$ cat src/source/pov_macros.svh
`ifndef POV_MACROS_SVH
`define POV_MACROS_SVH

// panel geometry, one half of the HUB75 panel per slot
`define POV_NUM_ROWS  16 // pixels per column

// slots per turn step, slot i drives column i and column i+8
`define POV_SCAN_RATE 8

`define POV_NUM_COLS  16 // both halves together

// angle steps per revolution
`define POV_ROT_RES   64

// 3 bits each of red, green, blue
`define POV_RGB_RES   9

`endif

$ cat src/source/pov_pkg.sv
`include "pov_macros.svh"

package pov_pkg;

    // one led, red in [8:6], green in [5:3], blue in [2:0]
    typedef logic [`POV_RGB_RES-1:0] pixel_t;

    // element 0 is row 0
    typedef pixel_t [`POV_NUM_ROWS-1:0] column_t;

    // [0] is slot i, [1] is slot i + scan rate
    typedef column_t [1:0] column_pair_t;

    typedef logic [$clog2(`POV_SCAN_RATE)-1:0] slot_t; // 0..7
    typedef logic [$clog2(`POV_ROT_RES)-1:0] theta_t; // current angle step

    // image rules, all closed form
    typedef enum logic [1:0] {
        mode_cylinder = 2'd0, // flat colour from angle
        mode_sphere   = 2'd1, // filled disc
        mode_cube     = 2'd2, // square outline
        mode_stripes  = 2'd3  // diagonal bands that rotate
    } mode_e;

endpackage

$ cat src/source/pov_ifs.sv
`timescale 1ns/1ps

// decode -> execute request, strobe only, no ready
interface scan_req_if;
    logic              valid;   // one cycle per ready edge
    pov_pkg::slot_t    slot;
    pov_pkg::mode_e    mode;
    pov_pkg::theta_t   theta;
    logic              visible; // slot refreshed at this angle

    modport source (output valid, slot, mode, theta, visible);
    modport sink   (input  valid, slot, mode, theta, visible);
endinterface

// execute -> result, rendered pair
interface col_res_if;
    logic                  valid;
    logic                  visible;
    pov_pkg::slot_t        slot;
    pov_pkg::column_pair_t columns;

    modport source (output valid, visible, slot, columns);
    modport sink   (input  valid, visible, slot, columns);
endinterface

$ cat src/source/col_visibility.sv
`timescale 1ns/1ps
`include "pov_macros.svh"

// scanline thinning for the inner part of the disc
// near the hub a column sweeps a short arc, so every other angle step is enough
module col_visibility (
    input  pov_pkg::slot_t  slot,
    input  pov_pkg::theta_t theta,
    output logic            visible
);

    localparam int HALF = `POV_SCAN_RATE / 2; // first outer slot

    logic outer;      // slots 4..7, far from the hub
    logic parity_hit; // inner slot whose turn it is

    // outer slots always refresh
    assign outer = (int'(slot) >= HALF);

    // inner slots interleave, even slots on even angles and odd on odd
    assign parity_hit = (theta[0] == slot[0]);

    assign visible = outer | parity_hit;

endmodule

$ cat src/source/scan_sequencer.sv
`timescale 1ns/1ps
`include "pov_macros.svh"

// decode stage
// one request per rising edge of hub75_ready, slot counter walks 0..7
module scan_sequencer (
    input  logic             clk_in,
    input  logic             rst_in,
    input  logic             hub75_ready,
    input  pov_pkg::mode_e   mode,
    input  pov_pkg::theta_t  dtheta,
    scan_req_if.source       req
);

    logic           ready_q;   // hub75_ready one cycle ago
    logic           ready_rise;
    pov_pkg::slot_t slot_cnt;  // next slot to issue
    logic           slot_vis;  // visibility of slot_cnt at dtheta

    // edge, ready may stay high for several cycles
    assign ready_rise = hub75_ready & ~ready_q;

    // rule lives in its own block
    col_visibility u_col_visibility (
        .slot    (slot_cnt),
        .theta   (dtheta),
        .visible (slot_vis)
    );

    // control side
    always_ff @(posedge clk_in) begin
        if (rst_in) begin
            ready_q   <= 1'b0;
            slot_cnt  <= '0; // first request uses slot 0
            req.valid <= 1'b0;
        end else begin
            ready_q   <= hub75_ready;
            req.valid <= ready_rise; // single cycle strobe
            if (ready_rise) begin
                // wraps modulo scan rate
                if (int'(slot_cnt) == `POV_SCAN_RATE - 1) begin
                    slot_cnt <= '0;
                end else begin
                    slot_cnt <= slot_cnt + 1'b1;
                end
            end
        end
    end

    // request payload, captured with the edge
    always_ff @(posedge clk_in) begin
        if (ready_rise) begin
            req.slot    <= slot_cnt;
            req.mode    <= mode;    // mode sampled same cycle
            req.theta   <= dtheta;
            req.visible <= slot_vis;
        end
    end

endmodule

$ cat src/source/pattern_engine.sv
`timescale 1ns/1ps
`include "pov_macros.svh"

// execute stage
// renders both columns of the pair from the mode rule, one cycle latency
module pattern_engine (
    input  logic       clk_in,
    input  logic       rst_in,
    scan_req_if.sink   req,
    col_res_if.source  res
);

    localparam int ROW_W   = $clog2(`POV_NUM_ROWS);
    localparam int COL_W   = $clog2(`POV_NUM_COLS);
    localparam int RADIUS2 = `POV_NUM_ROWS * `POV_NUM_ROWS; // (2r)^2, doubled coords
    localparam int EDGE_LO = 2;                 // cube outline, first ring
    localparam int EDGE_HI = `POV_NUM_COLS - 3; // and last

    pov_pkg::column_pair_t cols_d; // rendered pair, combinational

    // one pixel at column x, row y
    function automatic pov_pkg::pixel_t render_pixel(
        input pov_pkg::mode_e  m,
        input logic [COL_W-1:0] x,
        input logic [ROW_W-1:0] y,
        input pov_pkg::theta_t th
    );
        int              dx;     // doubled offset from centre
        int              dy;
        int              xi;
        int              yi;
        logic            rim_y;  // on top or bottom edge
        logic            rim_x;  // on left or right edge
        logic [1:0]      phase;  // stripe position mod 4
        pov_pkg::pixel_t pix;

        xi = int'(x);
        yi = int'(y);
        // centre sits between pixels 7 and 8, so work in doubled units
        dx = 2 * xi - (`POV_NUM_COLS - 1);
        dy = 2 * yi - (`POV_NUM_ROWS - 1);
        rim_y = ((yi == EDGE_LO) || (yi == EDGE_HI)) && (xi >= EDGE_LO) && (xi <= EDGE_HI);
        rim_x = ((xi == EDGE_LO) || (xi == EDGE_HI)) && (yi >= EDGE_LO) && (yi <= EDGE_HI);
        phase = x[1:0] + y[1:0] + th[1:0]; // 2 bit add wraps mod 4
        pix   = '0;

        case (m)
            pov_pkg::mode_cylinder: begin
                pix = {th[5:3], 3'b111, th[2:0]}; // hue follows the angle
            end
            pov_pkg::mode_sphere: begin
                if (dx * dx + dy * dy <= RADIUS2) begin
                    pix = 9'h1FF; // white
                end
            end
            pov_pkg::mode_cube: begin
                if (rim_x || rim_y) begin
                    pix = 9'o700; // red
                end
            end
            pov_pkg::mode_stripes: begin
                if (phase == 2'd0) begin
                    pix = 9'o070; // green
                end
            end
            default: pix = '0;
        endcase
        return pix;
    endfunction

    // c = 0 is column i, c = 1 is column i + scan rate
    always_comb begin
        for (int c = 0; c < 2; c++) begin
            for (int y = 0; y < `POV_NUM_ROWS; y++) begin
                cols_d[c][y] = render_pixel(
                    req.mode,
                    COL_W'(req.slot) + COL_W'(c * `POV_SCAN_RATE),
                    y[ROW_W-1:0],
                    req.theta
                );
            end
        end
    end

    always_ff @(posedge clk_in) begin
        if (rst_in) begin
            res.valid <= 1'b0;
        end else begin
            res.valid <= req.valid; // strobe follows request
        end
    end

    // payload only moves on a request
    always_ff @(posedge clk_in) begin
        if (req.valid) begin
            res.columns <= cols_d;
            res.visible <= req.visible; // tested downstream
            res.slot    <= req.slot;
        end
    end

endmodule

$ cat src/source/column_output.sv
`timescale 1ns/1ps
`include "pov_macros.svh"

// result stage
// data_valid pulses for every result, data only changes for visible ones
module column_output (
    input  logic                          clk_in,
    input  logic                          rst_in,
    col_res_if.sink                       res,
    output pov_pkg::column_pair_t         columns,
    output pov_pkg::slot_t                col_num1,
    output logic [$clog2(`POV_NUM_COLS)-1:0] col_num2,
    output logic                          data_valid
);

    localparam int NUM_W = $clog2(`POV_NUM_COLS);

    logic load; // visible result arriving

    assign load = res.valid & res.visible;

    always_ff @(posedge clk_in) begin
        if (rst_in) begin
            data_valid <= 1'b0;
            columns    <= '0;
            col_num1   <= '0;
            col_num2   <= NUM_W'(`POV_SCAN_RATE); // lower half of slot 0
        end else begin
            data_valid <= res.valid; // one cycle, invisible too
            if (load) begin
                columns  <= res.columns;
                col_num1 <= res.slot;
                // partner column, loaded with col_num1 so they never disagree
                col_num2 <= NUM_W'(res.slot) + NUM_W'(`POV_SCAN_RATE);
            end
        end
    end

endmodule

$ cat src/source/pov_frame_top.sv
`timescale 1ns/1ps
`include "pov_macros.svh"

// pov column feeder
// decode -> execute -> result, three cycles from ready edge to data_valid
module pov_frame_top (
    input  logic                                             clk_in,
    input  logic                                             rst_in,
    input  logic [1:0]                                       mode,
    input  logic [$clog2(`POV_ROT_RES)-1:0]                  dtheta,
    input  logic                                             hub75_ready,
    output logic [2*`POV_NUM_ROWS*`POV_RGB_RES-1:0]          columns,
    output logic [$clog2(`POV_SCAN_RATE)-1:0]                col_num1,
    output logic [$clog2(`POV_NUM_COLS)-1:0]                 col_num2,
    output logic                                             data_valid
);

    pov_pkg::column_pair_t cols_out; // typed view of the columns port
    pov_pkg::mode_e        mode_in;

    assign mode_in = pov_pkg::mode_e'(mode); // all 4 codes are legal
    assign columns = cols_out;              // same packed width

    scan_req_if req_if ();
    col_res_if  res_if ();

    scan_sequencer u_scan_sequencer (
        .clk_in      (clk_in),
        .rst_in      (rst_in),
        .hub75_ready (hub75_ready),
        .mode        (mode_in),
        .dtheta      (dtheta),
        .req         (req_if.source)
    );

    pattern_engine u_pattern_engine (
        .clk_in (clk_in),
        .rst_in (rst_in),
        .req    (req_if.sink),
        .res    (res_if.source)
    );

    column_output u_column_output (
        .clk_in     (clk_in),
        .rst_in     (rst_in),
        .res        (res_if.sink),
        .columns    (cols_out),
        .col_num1   (col_num1),
        .col_num2   (col_num2),
        .data_valid (data_valid)
    );

endmodule

$ cat config.mk
export PLATFORM = sky130hd
export DESIGN_NAME = pov_frame_top
export DESIGN_NICKNAME = d
export VERILOG_FILES = /design/src/source/pov_pkg.sv /design/src/source/pov_ifs.sv /design/src/source/col_visibility.sv /design/src/source/scan_sequencer.sv /design/src/source/pattern_engine.sv /design/src/source/column_output.sv /design/src/source/pov_frame_top.sv
export VERILOG_INCLUDE_DIRS = /design/src /design/src/source
export SDC_FILE = /design/constraint.sdc
export NUM_CORES = 1
export LEC_CHECK = 0
export ABC_AREA = 0
export ABC_CLOCK_PERIOD_IN_PS = 9900
export BUFFER_PORTS_ARGS = -buffer_cell sky130_fd_sc_hd__buf_2
export CAP_MARGIN = 10
export CELL_PAD_IN_SITES_DETAIL_PLACEMENT = 0
export CELL_PAD_IN_SITES_GLOBAL_PLACEMENT = 1
export CORE_ASPECT_RATIO = 2
export CORE_MARGIN = 2
export CORE_UTILIZATION = 35
export CTS_CLUSTER_DIAMETER = 60
export CTS_CLUSTER_SIZE = 28
export DETAILED_ROUTE_END_ITERATION = 7
export GPL_TIMING_DRIVEN = 0
export PLACE_DENSITY = 0.69
export SYNTH_ARGS = -nofsm -noshare
export SYNTH_HDL_FRONTEND = slang
export SYNTH_SLANG_ARGS = --single-unit
$ cat constraint.sdc
create_clock -name clk_in -period 9.9 [get_ports clk_in]
set_input_delay 0.99 -clock clk_in [delete_from_list [all_inputs] [get_ports clk_in]]
set_output_delay 0.99 -clock clk_in [all_outputs]
set_load 0.01 [all_outputs]
# == Word-level counts from Yosys, hierarchy flattened ==
# Index checks and enable logic that the tools add are counted.
# word_totals
latchBits,0
in_bits,11
ramBits,0
output_inout_bits,296
register_bits,606
memories,0
romBits,0
wordCells,222
# classes
div_mod_pow,0
shifts,0
n_addsub,35
bitwise,4
reduce_logical,14
mux,61
n_lt_le_gt_ge,21
n_mul,2
eq_ne,8
# op_table
op,count
$pmux 9 s4,24
$le 32x10->1 const B,16
$pmux 9 s3,8
$mux 9,20
$add 32x8->32 const B,4
$add 32x9->32 const B,4
$add 32x2->32 const B,2
$add 32x5->32 const B,2
$add 32x6->32 const B,2
$add 32x7->32 const B,2
$mul 32x32->32,2
$mux 6,8
$logic_not 2->1,9
$add 2x2->2,8
$add 2x2->2 const B,4
$add 3x4->4 const B,2
$eq 4x3->1 const B,2
$sub 5x4->6 const B,1
$sub 4x4->5 const B,1
$add 2x1->2 const B,2
$eq 2x2->1 const B,2
$ge 4x2->1 const B,1
$le 3x4->1 const B,1
$le 4x4->1 const B,1
13 further kinds,17

# == Logic depth before layout (Yosys ltp) ==
# logic_depth
depth_word,7
ltp_mapped,16
depth_no_buf,13

# == Cells and area by module ==
# From an unflattened synthesis, not the netlist that was laid out.
# unflattened
hier_cells,2013
hier_area_um2,21096.5
# by_module_without_submodules
mod,area_each_um2,seq_area_each_um2,instances,cells_per_inst
column_output,13021.2,5845.6,1,1333
pattern_engine,7500.9,3983.8,1,646
scan_sequencer,559.3,460.4,1,32
col_visibility,15.0,0.0,1,2

# == Worst setup path before layout ==
# Ideal clock, no wire load.
# synth_timing
kind,reg-to-reg
startpoint,reg u_scan_sequencer.req.slot[1]
endpoint,reg u_pattern_engine.res.columns[113] (netlist name)
t_required_ns,9.623
t_arrival_ns,4.051
period_less_slack_ns,4.328
path_stages_with_launch,14
setup_time_ns,0.277
n_path_buf,1
slack_ns,5.572
path_cell_list,edfxtp_1 buf_2 inv_1 ha_1 xor2_1 xnor2_1 fa_1 ha_1 a21oi_1 a221o_1 and3b_4 xnor3_4 o21ai_1 nand2_1
# synth_between
elab_chain_cells,6
word_cells_on_any_way,9
cone_classes,add/sub: 3; mul: 1; order compare: 1; mux: 3; reduce/logical: 1
# synth_rtl
item,line_no,text
"start, declared",pov_ifs.sv:11,"modport source (output valid, slot, mode, theta, visible);"
"start signal, assigned",scan_sequencer.sv:53,req.slot <= slot_cnt;
$sub 4x4->5,pattern_engine.sv:40,dx = 2 * xi - (`POV_NUM_COLS - 1);
$mul 32x32->32,pattern_engine.sv:52,if (dx * dx + dy * dy <= RADIUS2) begin
$add 32x8->32,pattern_engine.sv:52,
$le 32x10->1,pattern_engine.sv:52,
$mux 9,pattern_engine.sv:52,
$pmux 9 s4 *,pattern_engine.sv:47,case (m)
# Mark *: on every way between the ends. The rest lies on a longest branch, timed or not.
# A chain may end at the register's enable or synchronous reset.

# == Worst setup path after layout ==
# layout_timing
startpoint,reg u_scan_sequencer.req.slot[1]
endpoint,reg u_pattern_engine.res.columns[87] (netlist name)
# layout_between
elab_chain_cells,6
word_cells_on_any_way,8
cone_classes,add/sub: 2; mul: 1; order compare: 1; eq/ne: 1; mux: 3
# layout_rtl
item,line_no
$sub 4x4->5,pattern_engine.sv:40
$mul 32x32->32,pattern_engine.sv:52
$add 32x5->32,pattern_engine.sv:52
$le 32x10->1,pattern_engine.sv:52
$mux 9,pattern_engine.sv:52
$pmux 9 s4 *,pattern_engine.sv:47
# Marked as above.

==> summary.txt <==
CTS
  • Reg clk slew, reported paths: 0.10 ns
  • CTS Hold Bufs: 0
  • Clk_lat worst skew: 0.51 ns
  • Total setup buffers inserted after CTS: 0
  • Post-cts resize count: 0
  • Clk buf depth: 3
  • TritonCTS clock tree: built
  • CTS Sinks: 282
  • H-tree Lvls: 1
  • Num CTS Buffers: 15
  • Root buffer cell: clkbuf_16

Placed design
  • Port bufs: slightly above 300
  • DP Wirelength: 30.6 mm
  • RePlAce Congestion: ~0.9

Drt
  • DR vias: 10,300
  • Via/cell ratio: about 4.8
  • Number of remaining DRC errors: 25
  • 1st-iter DRT viols: approximately 690
  • WL/cell: around 18 um
  • TritonRoute pass-1 iters: 8
  • Routed wire length: 39.7 mm
  • Antenna-violating nets left: 0

Yosys
  • Asr flop ratio synth: 0%
  • Most area-hungry cell type in the Yosys netlist: edfxtp_1
  • EDFF count, synth: 144
  • Post-synth top area share: 33.4%
  • Distinct cells, synth: 59
  • Ys flop type: edfxtp_1
  • Yosys reg bits: 282
  • Synth Net Count: 1,407
  • Post-synthesis instance area: roughly 0.013 mm2
  • Top post-synthesis cells by area: edfxtp_1, dfxtp_1, nand2_1
  • YS warnings: 0
  • Seq/Total Area, Yosys: 54.7%
  • Cells after Synth: 1,362
  • Syn Area/Cell: 9.51 um2

Final layout
  • Utilization after layout: around 43%
  • Area Overhead vs Synth: 20.3%
  • Fillers: between 3,000 and 4,000
  • Multi-input gate area: 0.00426 mm2
  • Ant diodes: 0
  • Reg area: 0.00709 mm2
  • Nets@finish: 1,732
  • Ratio of cells with drive above 1 in the final layout: 30.1%

Status
  • Status: finished, violations left
  • Failing checks: design-rule violations

Setup path
  • CP max stage delay: between 1 and 1.5 ns
  • Worst r2r src: u_scan_sequencer.req.slot[1]$_DFFE_PP_
  • Crit path kind: flop to flop
  • Crit end category: flop
  • Slowest-stage cell, CP: o21ai_1
  • Crit path cell chain: buf_2, inv_1, ha_1, clkbuf_1, xnor2_1, a21oi_1, xnor2_1, ha_1, nor3b_1, o21ai_0, and3b_4, xnor3_4, o21ai_1, nand2_1
  • Worst flop-to-flop path endpoint: u_pattern_engine.res.columns[87]$_DFFE_PP_
  • CP Max Fanout: 11
  • Critical path launch point type: flop
  • R2R setup slack: roughly 4.1 ns
  • Critical Path AT: about 6 ns
  • Required @ worst endpoint: 10.12 ns
  • R2R depth: 14

Die
  • Core area: 0.0365 mm2
  • Initial Utilization: 35.5%
  • DIE AREA: between 0.03 and 0.04 mm2
  • Die outline height: ~280 um
  • Die span in x: 140 um
  • Row cnt: between 90 and 100
  • I/O pin total: between 300 and 400

GRT
  • Initial antenna violation count: 0
  • Vias in the first global route: 9,640
  • First-pass GRT wire length: 58.8 mm
  • Largest net degree at the start of global routing: 75
  • Total congestion overflow: 0
  • GRT Overall Usage: between 10% and 20%

STA
  • Tcrit/Tclk final: 58.8%
  • Slew Viols, Final: 0
  • Final hold violations: 0
  • Setup_tns: 0 ns
  • Highest clock rate: roughly 170 MHz
  • Min cycle time layout: 5.82 ns
  • Worst Skew: between 0.02 and 0.03 ns
  • RSZ-0062 raised after global routing: false
  • Relative slew slack: 6.19%
  • Measured slew at the worst slew-check pin: 1.40 ns
  • Final setup viols: 0

Power
  • Pwr/cell area: 160 mW/mm2
  • Max IR drop VDD: between 150 and 200 uV
  • Pleak: 7.25 nW

Worst hold path
  • Hold Path Origin: u_scan_sequencer.ready_q$_SDFF_PP0_
  • Hold Path Sink: u_scan_sequencer.req.valid$_SDFF_PP0_
  • Type of the worst min-delay path: flop to flop
  • Worst Hold Depth: 1

Run
  • Max_cap viols: 0
-- report_power, final --
part	switching [mW]	internal (mW)
Sequential	0.0286	1.29
Clock	0.389	0.311
Combinational	0.321	0.154
-- per-layer routing --
layer	GRT usage [%]	vias up	share of wire (%)
met5	0	-	0
met4	8.73	0	4.4
met1	21.1	4899	36
met3	1.63	59	3.8
met2	39.4	292	56
li1	-	5080	-
-- cell usage after synthesis, drive strengths merged (3+ instances only) --
cell      n
fa        6
a211oi    3
a21oi   167
and2      8
xor2      6
clkbuf   69
edfxtp  144
xnor2     8
nor2     30
nand2   392
ha       28
nor3      4
o31ai    19
dfxtp   138
o211ai   13
nand3    19
nand4    12
buf     173
o21ai    35
nand2b    6
inv      23
o41ai     3
mux2i     6
nor2b     9
a31oi     9
-- worst max-delay path, delay by kind of cell, from the launching register on --
kind                       cells  cell delay [ns]
xor gates and xnor gates       3             0.80
and+or+nand+nor                3             0.75
DFF                            1             0.69
adders and majority gates      2             0.71
AOI/OAI and AO/OA              3             1.53
buffers and inverters          3             1.04
-- worst max-delay path by stage --
| stage | start | endpoint | depth (start not counted) | slack [ns] |
|---|---|---|---|---|
| 2_1_floorplan | u_scan_sequencer.req.slot[1]$_DFFE_PP_ | u_pattern_engine.res.columns[113]$_DFFE_PP_ | 13 | 5.57 |
| 3_3_place_gp | u_scan_sequencer.req.slot[1]$_DFFE_PP_ | u_pattern_engine.res.columns[114]$_DFFE_PP_ | 14 | 4.06 |
| 3_5_place_dp | u_scan_sequencer.req.slot[1]$_DFFE_PP_ | u_pattern_engine.res.columns[87]$_DFFE_PP_ | 14 | 4.13 |
| 4_1_cts | u_scan_sequencer.req.slot[1]$_DFFE_PP_ | u_pattern_engine.res.columns[87]$_DFFE_PP_ | 14 | 4.14 |
| 5_1_grt | u_scan_sequencer.req.slot[1]$_DFFE_PP_ | u_pattern_engine.res.columns[83]$_DFFE_PP_ | 14 | 3.88 |
| 6_report | u_scan_sequencer.req.slot[1]$_DFFE_PP_ | u_pattern_engine.res.columns[87]$_DFFE_PP_ | 14 | 4.08 |
-- logic make-up (layout without fill, tap and decap cells) --
| logic type | count (synthesis) | in the layout | synth area share, % |
|---|---|---|---|
| other | 1 | 1 | 0.0289 |
| xor gates and xnor gates | 16 | 16 | 1.33 |
| and+or+nand+nor | 492 | 492 | 15.5 |
| AOI/OAI and AO/OA | 266 | 266 | 11.7 |
| muxes | 6 | 6 | 0.560 |
| DFF | 282 | 282 | 54.7 |
| buffers and inverters | 265 | 598 | 12.6 |
| adders and majority gates | 34 | 34 | 3.63 |
-- layout make-up --
type | count | share of cell area (%)
inverters | 23 | 0.554
clock buffers | 20 | 2.66
repair buffers | 308 | 10.1
flip-flops and latches | 282 | 45.5
clock inverters | 5 | 0.409
well taps | 454 | 3.64
multi-input cells | 815 | 27.3
plain buffers | 242 | 9.88
-- cell usage in the layout (no fill, tap or decap), drive strengths merged, types with 2 or more instances in the layout --
master  synthesis  layout
nor2           30      30
a21oi         167     167
xnor3           2       2
and3b           2       2
ha             28      28
a211oi          3       3
inv            23      25
o31ai          19      19
fa              6       6
and2            8       8
nand2b          6       6
a31oi           9       9
xor2            6       6
or2             2       2
nand3b          2       2
buf           173     481
and3            2       2
edfxtp        144     144
nand2         392     392
nand3          19      19
or3             2       2
o41ai           3       3
dfxtp         138     138
nand4          12      12
xnor2           8       8
clkbuf         69      89
nor3            4       4
mux2i           6       6
o211ai         13      13
o21ai          35      35
nor2b           9       9
clkinv          0       3
o311ai          2       2
-- registers in the layout (all words and copies together) (netlist names) --
name / count
u_pattern_engine.res.visible: 1
u_scan_sequencer.slot_cnt: 3
u_pattern_engine.res.valid: 1
u_column_output.columns: 128
u_column_output.col_num1: 3
u_column_output.data_valid: 1
u_scan_sequencer.req.theta: 6
u_scan_sequencer.ready_q: 1
u_scan_sequencer.req.valid: 1
u_pattern_engine.res.slot: 3
u_scan_sequencer.req.slot: 3
u_scan_sequencer.req.mode: 2
u_pattern_engine.res.columns: 128
u_scan_sequencer.req.visible: 1
-- stage by stage --
step           std cells  area (um2)  worst slack, ns  hold WS, ns  total power [mW]
5_1_grt             2149       15600             3.88        0.445              2.60
2_1_floorplan       1362       13000             5.57        0.392              1.65
3_5_place_dp        2123       15100             4.13        0.407              1.82
4_1_cts             2148       15600             4.14        0.409              2.51
6_report            2149       15600             4.08        0.402              2.50
3_3_place_gp        2120       15000             4.06        0.403              1.81
Power figures use the tool's default switching activity.
